[config.mk]
export PLATFORM = sky130hd
export DESIGN_NAME = mp_adder_top
export DESIGN_NICKNAME = d
export VERILOG_FILES = /design/src/hdl/mp_arith_pkg.sv /design/src/hdl/apb_map_pkg.sv /design/src/hdl/apb_mp_regs.sv /design/src/hdl/limb_counter.sv /design/src/hdl/limb_datapath.sv /design/src/hdl/ling_prefix_adder.sv /design/src/hdl/mp_adder_top.sv /design/src/hdl/mp_sequencer.sv
export SDC_FILE = /design/constraint.sdc
export NUM_CORES = 1
export LEC_CHECK = 0
export BUFFER_PORTS_ARGS = -buffer_cell sky130_fd_sc_hd__buf_2
export CAP_MARGIN = 10
export CORE_UTILIZATION = 39
export CTS_BUF_LIST = sky130_fd_sc_hd__clkbuf_8
export CTS_CLUSTER_SIZE = 25
export DETAILED_ROUTE_END_ITERATION = 12
export GPL_TIMING_DRIVEN = 0
export SLEW_MARGIN = 20
export SYNTH_ARGS = -nofsm -noshare
export SYNTH_HDL_FRONTEND = slang
export SYNTH_SLANG_ARGS = --single-unit
[constraint.sdc]
create_clock -name clk -period 11.1 [get_ports clk]
set_input_delay 0.555 -clock clk [delete_from_list [all_inputs] [get_ports clk]]
set_output_delay 0.555 -clock clk [all_outputs]
set_load 0.02 [all_outputs]
[src/hdl/mp_arith_pkg.sv]
// Limb geometry, opcodes and sequencer states of the multi-precision adder
package mp_arith_pkg;

	// Limb geometry
	localparam int LIMB_W = 28;
	localparam int LIMB_N = 4;
	localparam int IDX_W = 2;

	// Odd-bit nodes and log stages of the limb prefix tree
	localparam int PFX_NODES = LIMB_W / 2;
	localparam int PFX_LEVELS = $clog2(PFX_NODES);

	// Opcodes as carried in the sub bit
	localparam logic OP_ADD = 1'b0;
	localparam logic OP_SUB = 1'b1;

	// Sequencer state encoding
	localparam logic [1:0] ST_IDLE = 2'd0;
	localparam logic [1:0] ST_RUN = 2'd1;
	localparam logic [1:0] ST_FINISH = 2'd2;

endpackage

[src/hdl/apb_map_pkg.sv]
// APB widths, register map and control-word layout of the multi-precision adder
package apb_map_pkg;

	localparam int APB_AW = 8;
	localparam int APB_DW = 32;

	// Single registers
	localparam logic [APB_AW-1:0] ADDR_CTRL = 8'h00;
	localparam logic [APB_AW-1:0] ADDR_STATUS = 8'h04;

	// Limb files, one word per limb, 4 bytes apart
	localparam logic [APB_AW-1:0] ADDR_A_BASE = 8'h10;
	localparam logic [APB_AW-1:0] ADDR_B_BASE = 8'h20;
	localparam logic [APB_AW-1:0] ADDR_R_BASE = 8'h30;

	// Control word as bus data or as fields
	typedef union packed {
		logic [APB_DW-1:0] raw;
		struct packed {
			logic [APB_DW-mp_arith_pkg::IDX_W-3:0] reserved;
			logic [mp_arith_pkg::IDX_W-1:0] len_m1;
			logic sub;
			logic start;
		} fields;
	} ctrl_word_u;

endpackage

[src/hdl/apb_mp_regs.sv]
// APB slave for control, status and limb access, stalled while an operation runs
`timescale 1ns/1ps

module apb_mp_regs (
	input  logic                            clk,
	input  logic                            reset,
	input  logic                            psel,
	input  logic                            penable,
	input  logic                            pwrite,
	input  logic [apb_map_pkg::APB_AW-1:0]  paddr,
	input  logic [apb_map_pkg::APB_DW-1:0]  pwdata,
	output logic [apb_map_pkg::APB_DW-1:0]  prdata,
	output logic                            pready,
	output logic                            pslverr,
	input  logic                            busy,
	input  logic                            done,
	input  logic                            carry_out,
	input  logic [mp_arith_pkg::LIMB_W-1:0] rd_limb,
	output logic                            start,
	output logic                            sub,
	output logic [mp_arith_pkg::IDX_W-1:0]  len_m1,
	output logic                            op_we_a,
	output logic                            op_we_b,
	output logic [mp_arith_pkg::IDX_W-1:0]  wr_idx,
	output logic [mp_arith_pkg::LIMB_W-1:0] wr_limb,
	output logic [mp_arith_pkg::IDX_W+1:0]  rd_idx
);
	import mp_arith_pkg::*;
	import apb_map_pkg::*;

	ctrl_word_u ctrl_q;
	ctrl_word_u wr_word;
	logic word_ok;
	logic hit_ctrl;
	logic hit_status;
	logic hit_a;
	logic hit_b;
	logic hit_r;
	logic err;
	logic access;
	logic wr_ok;

	assign wr_word = pwdata;

	// Limb files decode on the upper address bits
	assign word_ok = (paddr[1:0] == 2'b00);
	assign hit_ctrl = (paddr == ADDR_CTRL);
	assign hit_status = (paddr == ADDR_STATUS);
	assign hit_a = word_ok && (paddr[APB_AW-1:IDX_W+2] == ADDR_A_BASE[APB_AW-1:IDX_W+2]);
	assign hit_b = word_ok && (paddr[APB_AW-1:IDX_W+2] == ADDR_B_BASE[APB_AW-1:IDX_W+2]);
	assign hit_r = word_ok && (paddr[APB_AW-1:IDX_W+2] == ADDR_R_BASE[APB_AW-1:IDX_W+2]);

	assign err = !(hit_ctrl || hit_status || hit_a || hit_b || hit_r) ||
		(pwrite && (hit_status || hit_r));

	// No wait states unless busy
	assign pready = !busy;
	assign access = psel && penable && pready;
	assign pslverr = access && err;
	assign wr_ok = access && pwrite && !err;

	assign op_we_a = wr_ok && hit_a;
	assign op_we_b = wr_ok && hit_b;
	assign wr_idx = paddr[IDX_W+1:2];
	assign wr_limb = pwdata[LIMB_W-1:0];
	assign rd_idx = paddr[IDX_W+3:2];

	// Counter takes the length straight off the start write
	assign start = wr_ok && hit_ctrl && wr_word.fields.start;
	assign len_m1 = wr_word.fields.len_m1;
	assign sub = ctrl_q.fields.sub;

	always_ff @(posedge clk) begin
		if (reset) begin
			ctrl_q <= '0;
		end else if (wr_ok && hit_ctrl) begin
			ctrl_q.fields.len_m1 <= wr_word.fields.len_m1;
			ctrl_q.fields.sub <= wr_word.fields.sub;
		end
	end

	always_comb begin
		prdata = '0;
		if (hit_ctrl) begin
			prdata = ctrl_q.raw;
		end else if (hit_status) begin
			prdata = {{(APB_DW-3){1'b0}}, carry_out, done, busy};
		end else if (hit_a || hit_b || hit_r) begin
			prdata = {{(APB_DW-LIMB_W){1'b0}}, rd_limb};
		end
	end

endmodule

[src/hdl/limb_counter.sv]
// Limb index counter that holds the operation length and flags the last limb
`timescale 1ns/1ps

module limb_counter (
	input  logic                           clk,
	input  logic                           reset,
	input  logic                           load,
	input  logic                           en,
	input  logic [mp_arith_pkg::IDX_W-1:0] len_m1,
	output logic [mp_arith_pkg::IDX_W-1:0] idx,
	output logic                           last
);
	import mp_arith_pkg::*;

	logic [IDX_W-1:0] len_q;

	always_ff @(posedge clk) begin
		if (reset) begin
			idx <= '0;
			len_q <= '0;
		end else if (load) begin
			idx <= '0;
			len_q <= len_m1;
		end else if (en) begin
			idx <= idx + 1'b1;
		end
	end

	assign last = (idx == len_q);

endmodule

[src/hdl/limb_datapath.sv]
// Operand and result limb files with carry-chained add or subtract per step
`timescale 1ns/1ps

module limb_datapath (
	input  logic                            clk,
	input  logic                            reset,
	input  logic                            op_we_a,
	input  logic                            op_we_b,
	input  logic [mp_arith_pkg::IDX_W-1:0]  wr_idx,
	input  logic [mp_arith_pkg::LIMB_W-1:0] wr_limb,
	input  logic [mp_arith_pkg::IDX_W+1:0]  rd_idx,
	input  logic                            step,
	input  logic                            first,
	input  logic [mp_arith_pkg::IDX_W-1:0]  idx,
	input  logic                            sub,
	input  logic                            start,
	output logic [mp_arith_pkg::LIMB_W-1:0] rd_limb,
	output logic                            carry_out
);
	import mp_arith_pkg::*;

	logic [LIMB_W-1:0] a_mem [0:LIMB_N-1];
	logic [LIMB_W-1:0] b_mem [0:LIMB_N-1];
	logic [LIMB_W-1:0] r_mem [0:LIMB_N-1];
	logic [LIMB_W-1:0] b_op;
	logic [LIMB_W-1:0] sum;
	logic cin;
	logic cout;
	logic carry_q;

	// Subtract is A + ~B + 1
	assign b_op = (sub == OP_SUB) ? ~b_mem[idx] : b_mem[idx];
	assign cin = first ? (sub != OP_ADD) : carry_q;

	ling_prefix_adder u_adder (
		.a    (a_mem[idx]),
		.b    (b_op),
		.cin  (cin),
		.sum  (sum),
		.cout (cout)
	);

	always_ff @(posedge clk) begin
		if (reset) begin
			for (int i = 0; i < LIMB_N; i++) begin
				a_mem[i] <= '0;
				b_mem[i] <= '0;
				r_mem[i] <= '0;
			end
			carry_q <= 1'b0;
		end else begin
			if (op_we_a) begin
				a_mem[wr_idx] <= wr_limb;
			end
			if (op_we_b) begin
				b_mem[wr_idx] <= wr_limb;
			end
			if (start) begin
				for (int i = 0; i < LIMB_N; i++) begin
					r_mem[i] <= '0;
				end
				carry_q <= 1'b0;
			end else if (step) begin
				r_mem[idx] <= sum;
				carry_q <= cout;
			end
		end
	end

	// Upper index bits select the file, 1 A, 2 B, 3 result
	always_comb begin
		case (rd_idx[IDX_W+1:IDX_W])
			2'd1: rd_limb = a_mem[rd_idx[IDX_W-1:0]];
			2'd2: rd_limb = b_mem[rd_idx[IDX_W-1:0]];
			2'd3: rd_limb = r_mem[rd_idx[IDX_W-1:0]];
			default: rd_limb = '0;
		endcase
	end

	assign carry_out = carry_q;

endmodule

[src/hdl/ling_prefix_adder.sv]
// Ling pseudo-carry parallel-prefix adder for one limb with carry in and out
`timescale 1ns/1ps

module ling_prefix_adder (
	input  logic [mp_arith_pkg::LIMB_W-1:0] a,
	input  logic [mp_arith_pkg::LIMB_W-1:0] b,
	input  logic                            cin,
	output logic [mp_arith_pkg::LIMB_W-1:0] sum,
	output logic                            cout
);
	import mp_arith_pkg::*;

	// Bit 0 of g is the carry in, operand bits sit at 1 and up
	logic [LIMB_W:1] p;
	logic [LIMB_W:0] g;
	logic [LIMB_W:1] h;
	logic [LIMB_W:1] c;

	// Pseudo-carry and group propagate of odd bit 2m+1, per tree level
	logic hh [0:PFX_LEVELS][0:PFX_NODES-1];
	logic ii [0:PFX_LEVELS][0:PFX_NODES-1];

	genvar m;
	genvar l;

	assign p = a | b;
	assign g = {a & b, cin};

	generate
		// Reduced cells on bit pairs
		for (m = 0; m < PFX_NODES; m++) begin : g_pair
			assign hh[0][m] = g[2*m+1] | g[2*m];
			if (m == 0) begin : g_head
				assign ii[0][m] = 1'b0;
			end else begin : g_body
				assign ii[0][m] = p[2*m] & p[2*m-1];
			end
		end

		// Sparse tree, span doubles every level
		for (l = 1; l <= PFX_LEVELS; l++) begin : g_level
			for (m = 0; m < PFX_NODES; m++) begin : g_node
				if (m < 2**(l-1)) begin : g_done
					assign hh[l][m] = hh[l-1][m];
					assign ii[l][m] = 1'b0;
				end else if (m < 2**l) begin : g_grey
					// Lower group already reaches bit 0
					assign hh[l][m] = hh[l-1][m] | (ii[l-1][m] & hh[l-1][m-2**(l-1)]);
					assign ii[l][m] = 1'b0;
				end else begin : g_black
					assign hh[l][m] = hh[l-1][m] | (ii[l-1][m] & hh[l-1][m-2**(l-1)]);
					assign ii[l][m] = ii[l-1][m] & ii[l-1][m-2**(l-1)];
				end
			end
		end

		// Odd bits straight from the tree, even bits through one more grey cell
		for (m = 1; m <= PFX_NODES; m++) begin : g_even
			assign h[2*m-1] = hh[PFX_LEVELS][m-1];
			assign h[2*m] = g[2*m] | (p[2*m-1] & hh[PFX_LEVELS][m-1]);
		end
	endgenerate

	// Real carry into each bit is p of the bit below and its H
	assign c = {p[LIMB_W-1:1] & h[LIMB_W-1:1], g[0]};

	assign sum = (p ^ h) | (g[LIMB_W:1] & c);
	assign cout = p[LIMB_W] & h[LIMB_W];

endmodule

[src/hdl/mp_adder_top.sv]
// Multi-precision add and subtract peripheral on APB
`timescale 1ns/1ps

module mp_adder_top (
	input  logic                           clk,
	input  logic                           reset,
	input  logic                           psel,
	input  logic                           penable,
	input  logic                           pwrite,
	input  logic [apb_map_pkg::APB_AW-1:0] paddr,
	input  logic [apb_map_pkg::APB_DW-1:0] pwdata,
	output logic [apb_map_pkg::APB_DW-1:0] prdata,
	output logic                           pready,
	output logic                           pslverr
);
	import mp_arith_pkg::*;

	logic start;
	logic sub;
	logic [IDX_W-1:0] len_m1;
	logic op_we_a;
	logic op_we_b;
	logic [IDX_W-1:0] wr_idx;
	logic [LIMB_W-1:0] wr_limb;
	logic [IDX_W+1:0] rd_idx;
	logic [LIMB_W-1:0] rd_limb;
	logic busy;
	logic done;
	logic carry_out;
	logic cnt_load;
	logic cnt_en;
	logic step;
	logic first;
	logic [IDX_W-1:0] idx;
	logic last;

	apb_mp_regs u_regs (
		.clk       (clk),
		.reset     (reset),
		.psel      (psel),
		.penable   (penable),
		.pwrite    (pwrite),
		.paddr     (paddr),
		.pwdata    (pwdata),
		.prdata    (prdata),
		.pready    (pready),
		.pslverr   (pslverr),
		.busy      (busy),
		.done      (done),
		.carry_out (carry_out),
		.rd_limb   (rd_limb),
		.start     (start),
		.sub       (sub),
		.len_m1    (len_m1),
		.op_we_a   (op_we_a),
		.op_we_b   (op_we_b),
		.wr_idx    (wr_idx),
		.wr_limb   (wr_limb),
		.rd_idx    (rd_idx)
	);

	mp_sequencer u_seq (
		.clk      (clk),
		.reset    (reset),
		.start    (start),
		.last     (last),
		.cnt_load (cnt_load),
		.cnt_en   (cnt_en),
		.step     (step),
		.first    (first),
		.busy     (busy),
		.done     (done)
	);

	limb_counter u_cnt (
		.clk    (clk),
		.reset  (reset),
		.load   (cnt_load),
		.en     (cnt_en),
		.len_m1 (len_m1),
		.idx    (idx),
		.last   (last)
	);

	limb_datapath u_dp (
		.clk       (clk),
		.reset     (reset),
		.op_we_a   (op_we_a),
		.op_we_b   (op_we_b),
		.wr_idx    (wr_idx),
		.wr_limb   (wr_limb),
		.rd_idx    (rd_idx),
		.step      (step),
		.first     (first),
		.idx       (idx),
		.sub       (sub),
		.start     (start),
		.rd_limb   (rd_limb),
		.carry_out (carry_out)
	);

endmodule

[src/hdl/mp_sequencer.sv]
// Operation FSM that steps one limb per cycle and reports busy and done
`timescale 1ns/1ps

module mp_sequencer (
	input  logic clk,
	input  logic reset,
	input  logic start,
	input  logic last,
	output logic cnt_load,
	output logic cnt_en,
	output logic step,
	output logic first,
	output logic busy,
	output logic done
);
	import mp_arith_pkg::*;

	logic [1:0] state;
	logic first_q;

	always_ff @(posedge clk) begin
		if (reset) begin
			state <= ST_IDLE;
			first_q <= 1'b0;
		end else begin
			case (state)
				ST_RUN: begin
					first_q <= 1'b0;
					if (last) begin
						state <= ST_FINISH;
					end
				end
				default: begin
					// IDLE and FINISH both wait for start
					if (start) begin
						state <= ST_RUN;
						first_q <= 1'b1;
					end
				end
			endcase
		end
	end

	assign busy = (state == ST_RUN);
	assign step = busy;
	assign cnt_en = busy;
	assign cnt_load = start && !busy;
	assign first = first_q;

	// Held in FINISH until the next start
	assign done = (state == ST_FINISH);

endmodule

==> results.cfg <==
[sta]
post-route-period-util_pct = 45.2
fin_tns_setup_ns = 0
finalClockSkew_ns = 0.0301
layout_min_cycle_time_ns = 5.02
rsz0062_at_grt = false
tightest_slew_ns = 1.05
finalHoldViolCount = 0
max_freq_mhz = 199
setup_violations = 0
slew_violations = 0
slew_headroom_pct = 29.7

[synth]
synth_area_um2 = 18800
yosysWarnings = 0
synth-seq-area-share_pct = 55.2
ys.flop_type = edfxtp_1
synth_cell_types = 64
synth_seq_cells = 349
netlist_instances = 1358
synth_edf_count = 336
async_reset_ff_share_pct = 0
synth_area_per_cell_um2 = 13.8

[die]
fp-row-count = 80
die_w_um = 221
die_area_um2 = 49000
pin_count = 79
core_area_um2 = 47600
fp.dieH_um = 221
start_util_pct = 39.4

[pwr]
vdd_drop_max_v = 0.0000914
p_leak_nw = 8.19
p_per_area_nw_per_um2 = 134
total_power_mw = 2.84

[place]
port_buffers = 69
dpl.hpwl_um = 39400
gp_congestion = 0.849
place_area_um2 = 20100

[flow_run]
drv_cap = 0

[global_route]
grt_overflow = 0
grt_max_degree = 29
grt_pass1_vias = 12500
antenna_found_initial = 4
grt_pass1_wl_um = 79000
grt_use_total_pct = 21.9

[min_path]
min_from = pwdata[23]
hold_depth = 2
holdPathEnd = u_dp.a_mem[3][23]
min-delay-path-class = in2reg

[routing]
vias = 12400
viasPerCell = 5.75
wl_per_cell_um = 25.0
drc_errors = 0
drt-pass1-iter-count = 5
ant_nets = 0
drtIter0Drc = 1162
wirelength_um = 53800

[critical_path]
cp.arrival_ns = 5.39
required_ns = 11.47
endpoint_kind = flip-flop
crit_fanout = 10
cp-start-kind = flip-flop
reg2reg_slack_ns = 6.08
rr_endpoint = u_dp.r_mem[2][27]
setup.worst_path.class = reg2reg
rr_worst_depth = 13

[clocking]
cts_tree = yes
clockRootBuffer = clkbuf_8
cts_resized = 0
postCtsSetupRepairBufs = 0
clock_latency_ns = 0.64
cts_max_level = 2
cts.clk_slew.worst_paths_ns = 0.06
cts_sinks = 349
cts_buffers = 55
holdBufCountCts = 0
cts_buffer_depth = 3

[cells_and_area]
final_common_cell = edfxtp_1
fin_area_um2 = 21200
area_delta_synth_final_pct = 12.8
layout_common_cells = edfxtp_1 (336), nor2_1 (193), and3_1 (145)
final_core_util_pct = 44.4
drive_above_1_share_pct = 23.3
n_fill_cell = 4390
fin_nets = 1570

[run_status]
status = completed
==> flip-flops by register name, indices dropped and copies added (netlist names), named ones only <==
register and count:
u_cnt.len_q 2, u_dp.a_mem 112, u_dp.carry_out 1, u_dp.r_mem 112, u_seq.first 1, u_cnt.idx 2, u_seq.state 2, u_dp.b_mem 112
u_regs.ctrl_q 3
==> metrics by stage <==
stage | setup WS, ns | hold WS [ns] | std cells
4_1_cts | 6.11 | 0.268 | 2154
6_report | 6.08 | 0.293 | 2155
3_3_place_gp | 4.92 | 0.448 | 2045
3_5_place_dp | 6.03 | 0.456 | 2051
5_1_grt | 5.74 | 0.284 | 2154
2_1_floorplan | 7.10 | 0.439 | 1361
==> layer usage <==
metal | vias to the layer above | global-route usage (%) | share of wire (%)
met5 | - | 0 | 0
met4 | 0 | 8.10 | 3.3
met3 | 102 | 2.62 | 6.0
met2 | 468 | 37.6 | 50
met1 | 6362 | 28.7 | 41
li1 | 5463 | - | -
==> critical path, cell delays in order, from the launching register on <==
cell and delay (ns):
dfxtp_1 0.35, buf_2 0.36, buf_4 0.32, clkbuf_1 0.57
clkbuf_1 0.69, mux4_2 0.45, nor2_1 0.08, a2111oi_0 0.47
a221o_1 0.32, a41oi_2 0.12, o21ai_1 0.18, ha_1 0.21
fa_1 0.46, and3_1 0.20
==> synth_stat cells, types with 5 or more instances <==
master,instances,area [um^2]
a221oi_1,9,78.8
nor3_1,5,25.0
mux2i_1,8,80.1
buf_1,15,56.3
dfxtp_1,13,260
buf_4,5,37.5
nor2_1,193,724
and2_1,31,194
ha_1,17,213
mux2_2,27,304
mux4_1,7,184
fa_1,15,300
buf_2,6,30.0
a22oi_1,27,203
xnor2_1,30,263
inv_1,53,199
edfxtp_1,336,10100
nand2_1,54,203
nor2b_1,13,81.3
a211oi_1,5,37.5
mux4_2,133,3000
o21bai_1,6,45.0
nand2b_1,31,194
or2_2,5,31.3
and3_1,145,907
clkbuf_1,75,282
a21oi_1,15,75.1
a31oi_1,16,100
o22ai_1,8,50.1
==> report_power, final <==
part           leakage, nW  switching [mW]  internal (mW)  total [mW]
Sequential            3.56          0.0179           1.48        1.50
Combinational         4.02           0.168          0.106       0.274
Clock                0.606           0.526          0.542        1.07
==> cells by family (layout without fill, tap and decap cells) <==
| logic type | Yosys count | after routing | synth area share [%] |
|---|---|---|---|
| AO/OA/AOI/OAI | 118 | 118 | 4.81 |
| adder cells (fa/ha/maj) | 32 | 32 | 2.73 |
| multiplexers | 175 | 175 | 19.0 |
| buffers and inverters | 160 | 338 | 3.63 |
| flip-flops | 349 | 349 | 55.2 |
| XOR/XNOR | 31 | 31 | 1.49 |
| other | 1 | 5 | 0.0200 |
| AND/OR/NAND/NOR | 492 | 492 | 13.2 |
==> worst max path at each step <==
stage	from	to	slack (ns)
2_1_floorplan	flip-flop	u_dp.r_mem[0][27]	7.10
4_1_cts	flip-flop	u_dp.r_mem[2][27]	6.11
3_3_place_gp	paddr[2]	u_dp.b_mem[3][22]	4.92
5_1_grt	flip-flop	u_dp.r_mem[3][27]	5.74
6_report	flip-flop	u_dp.r_mem[2][27]	6.08
3_5_place_dp	paddr[1]	u_dp.r_mem[0][24]	6.03
==> cell type report <==
type / instances / area (um^2) / share of cell area, %
Sequential cell: 349 / 10300 / 48.9
Tap cell: 615 / 769 / 3.64
Clock inverter: 40 / 198 / 0.934
Inverter: 54 / 203 / 0.958
Antenna cell: 1 / 2.50 / 0.0118
Buffer: 106 / 482 / 2.28
Clock buffer: 63 / 867 / 4.10
Timing Repair Buffer: 75 / 488 / 2.31
Multi-Input combinational cell: 852 / 7800 / 36.9
No activity file was read; power rests on OpenSTA's default activity.
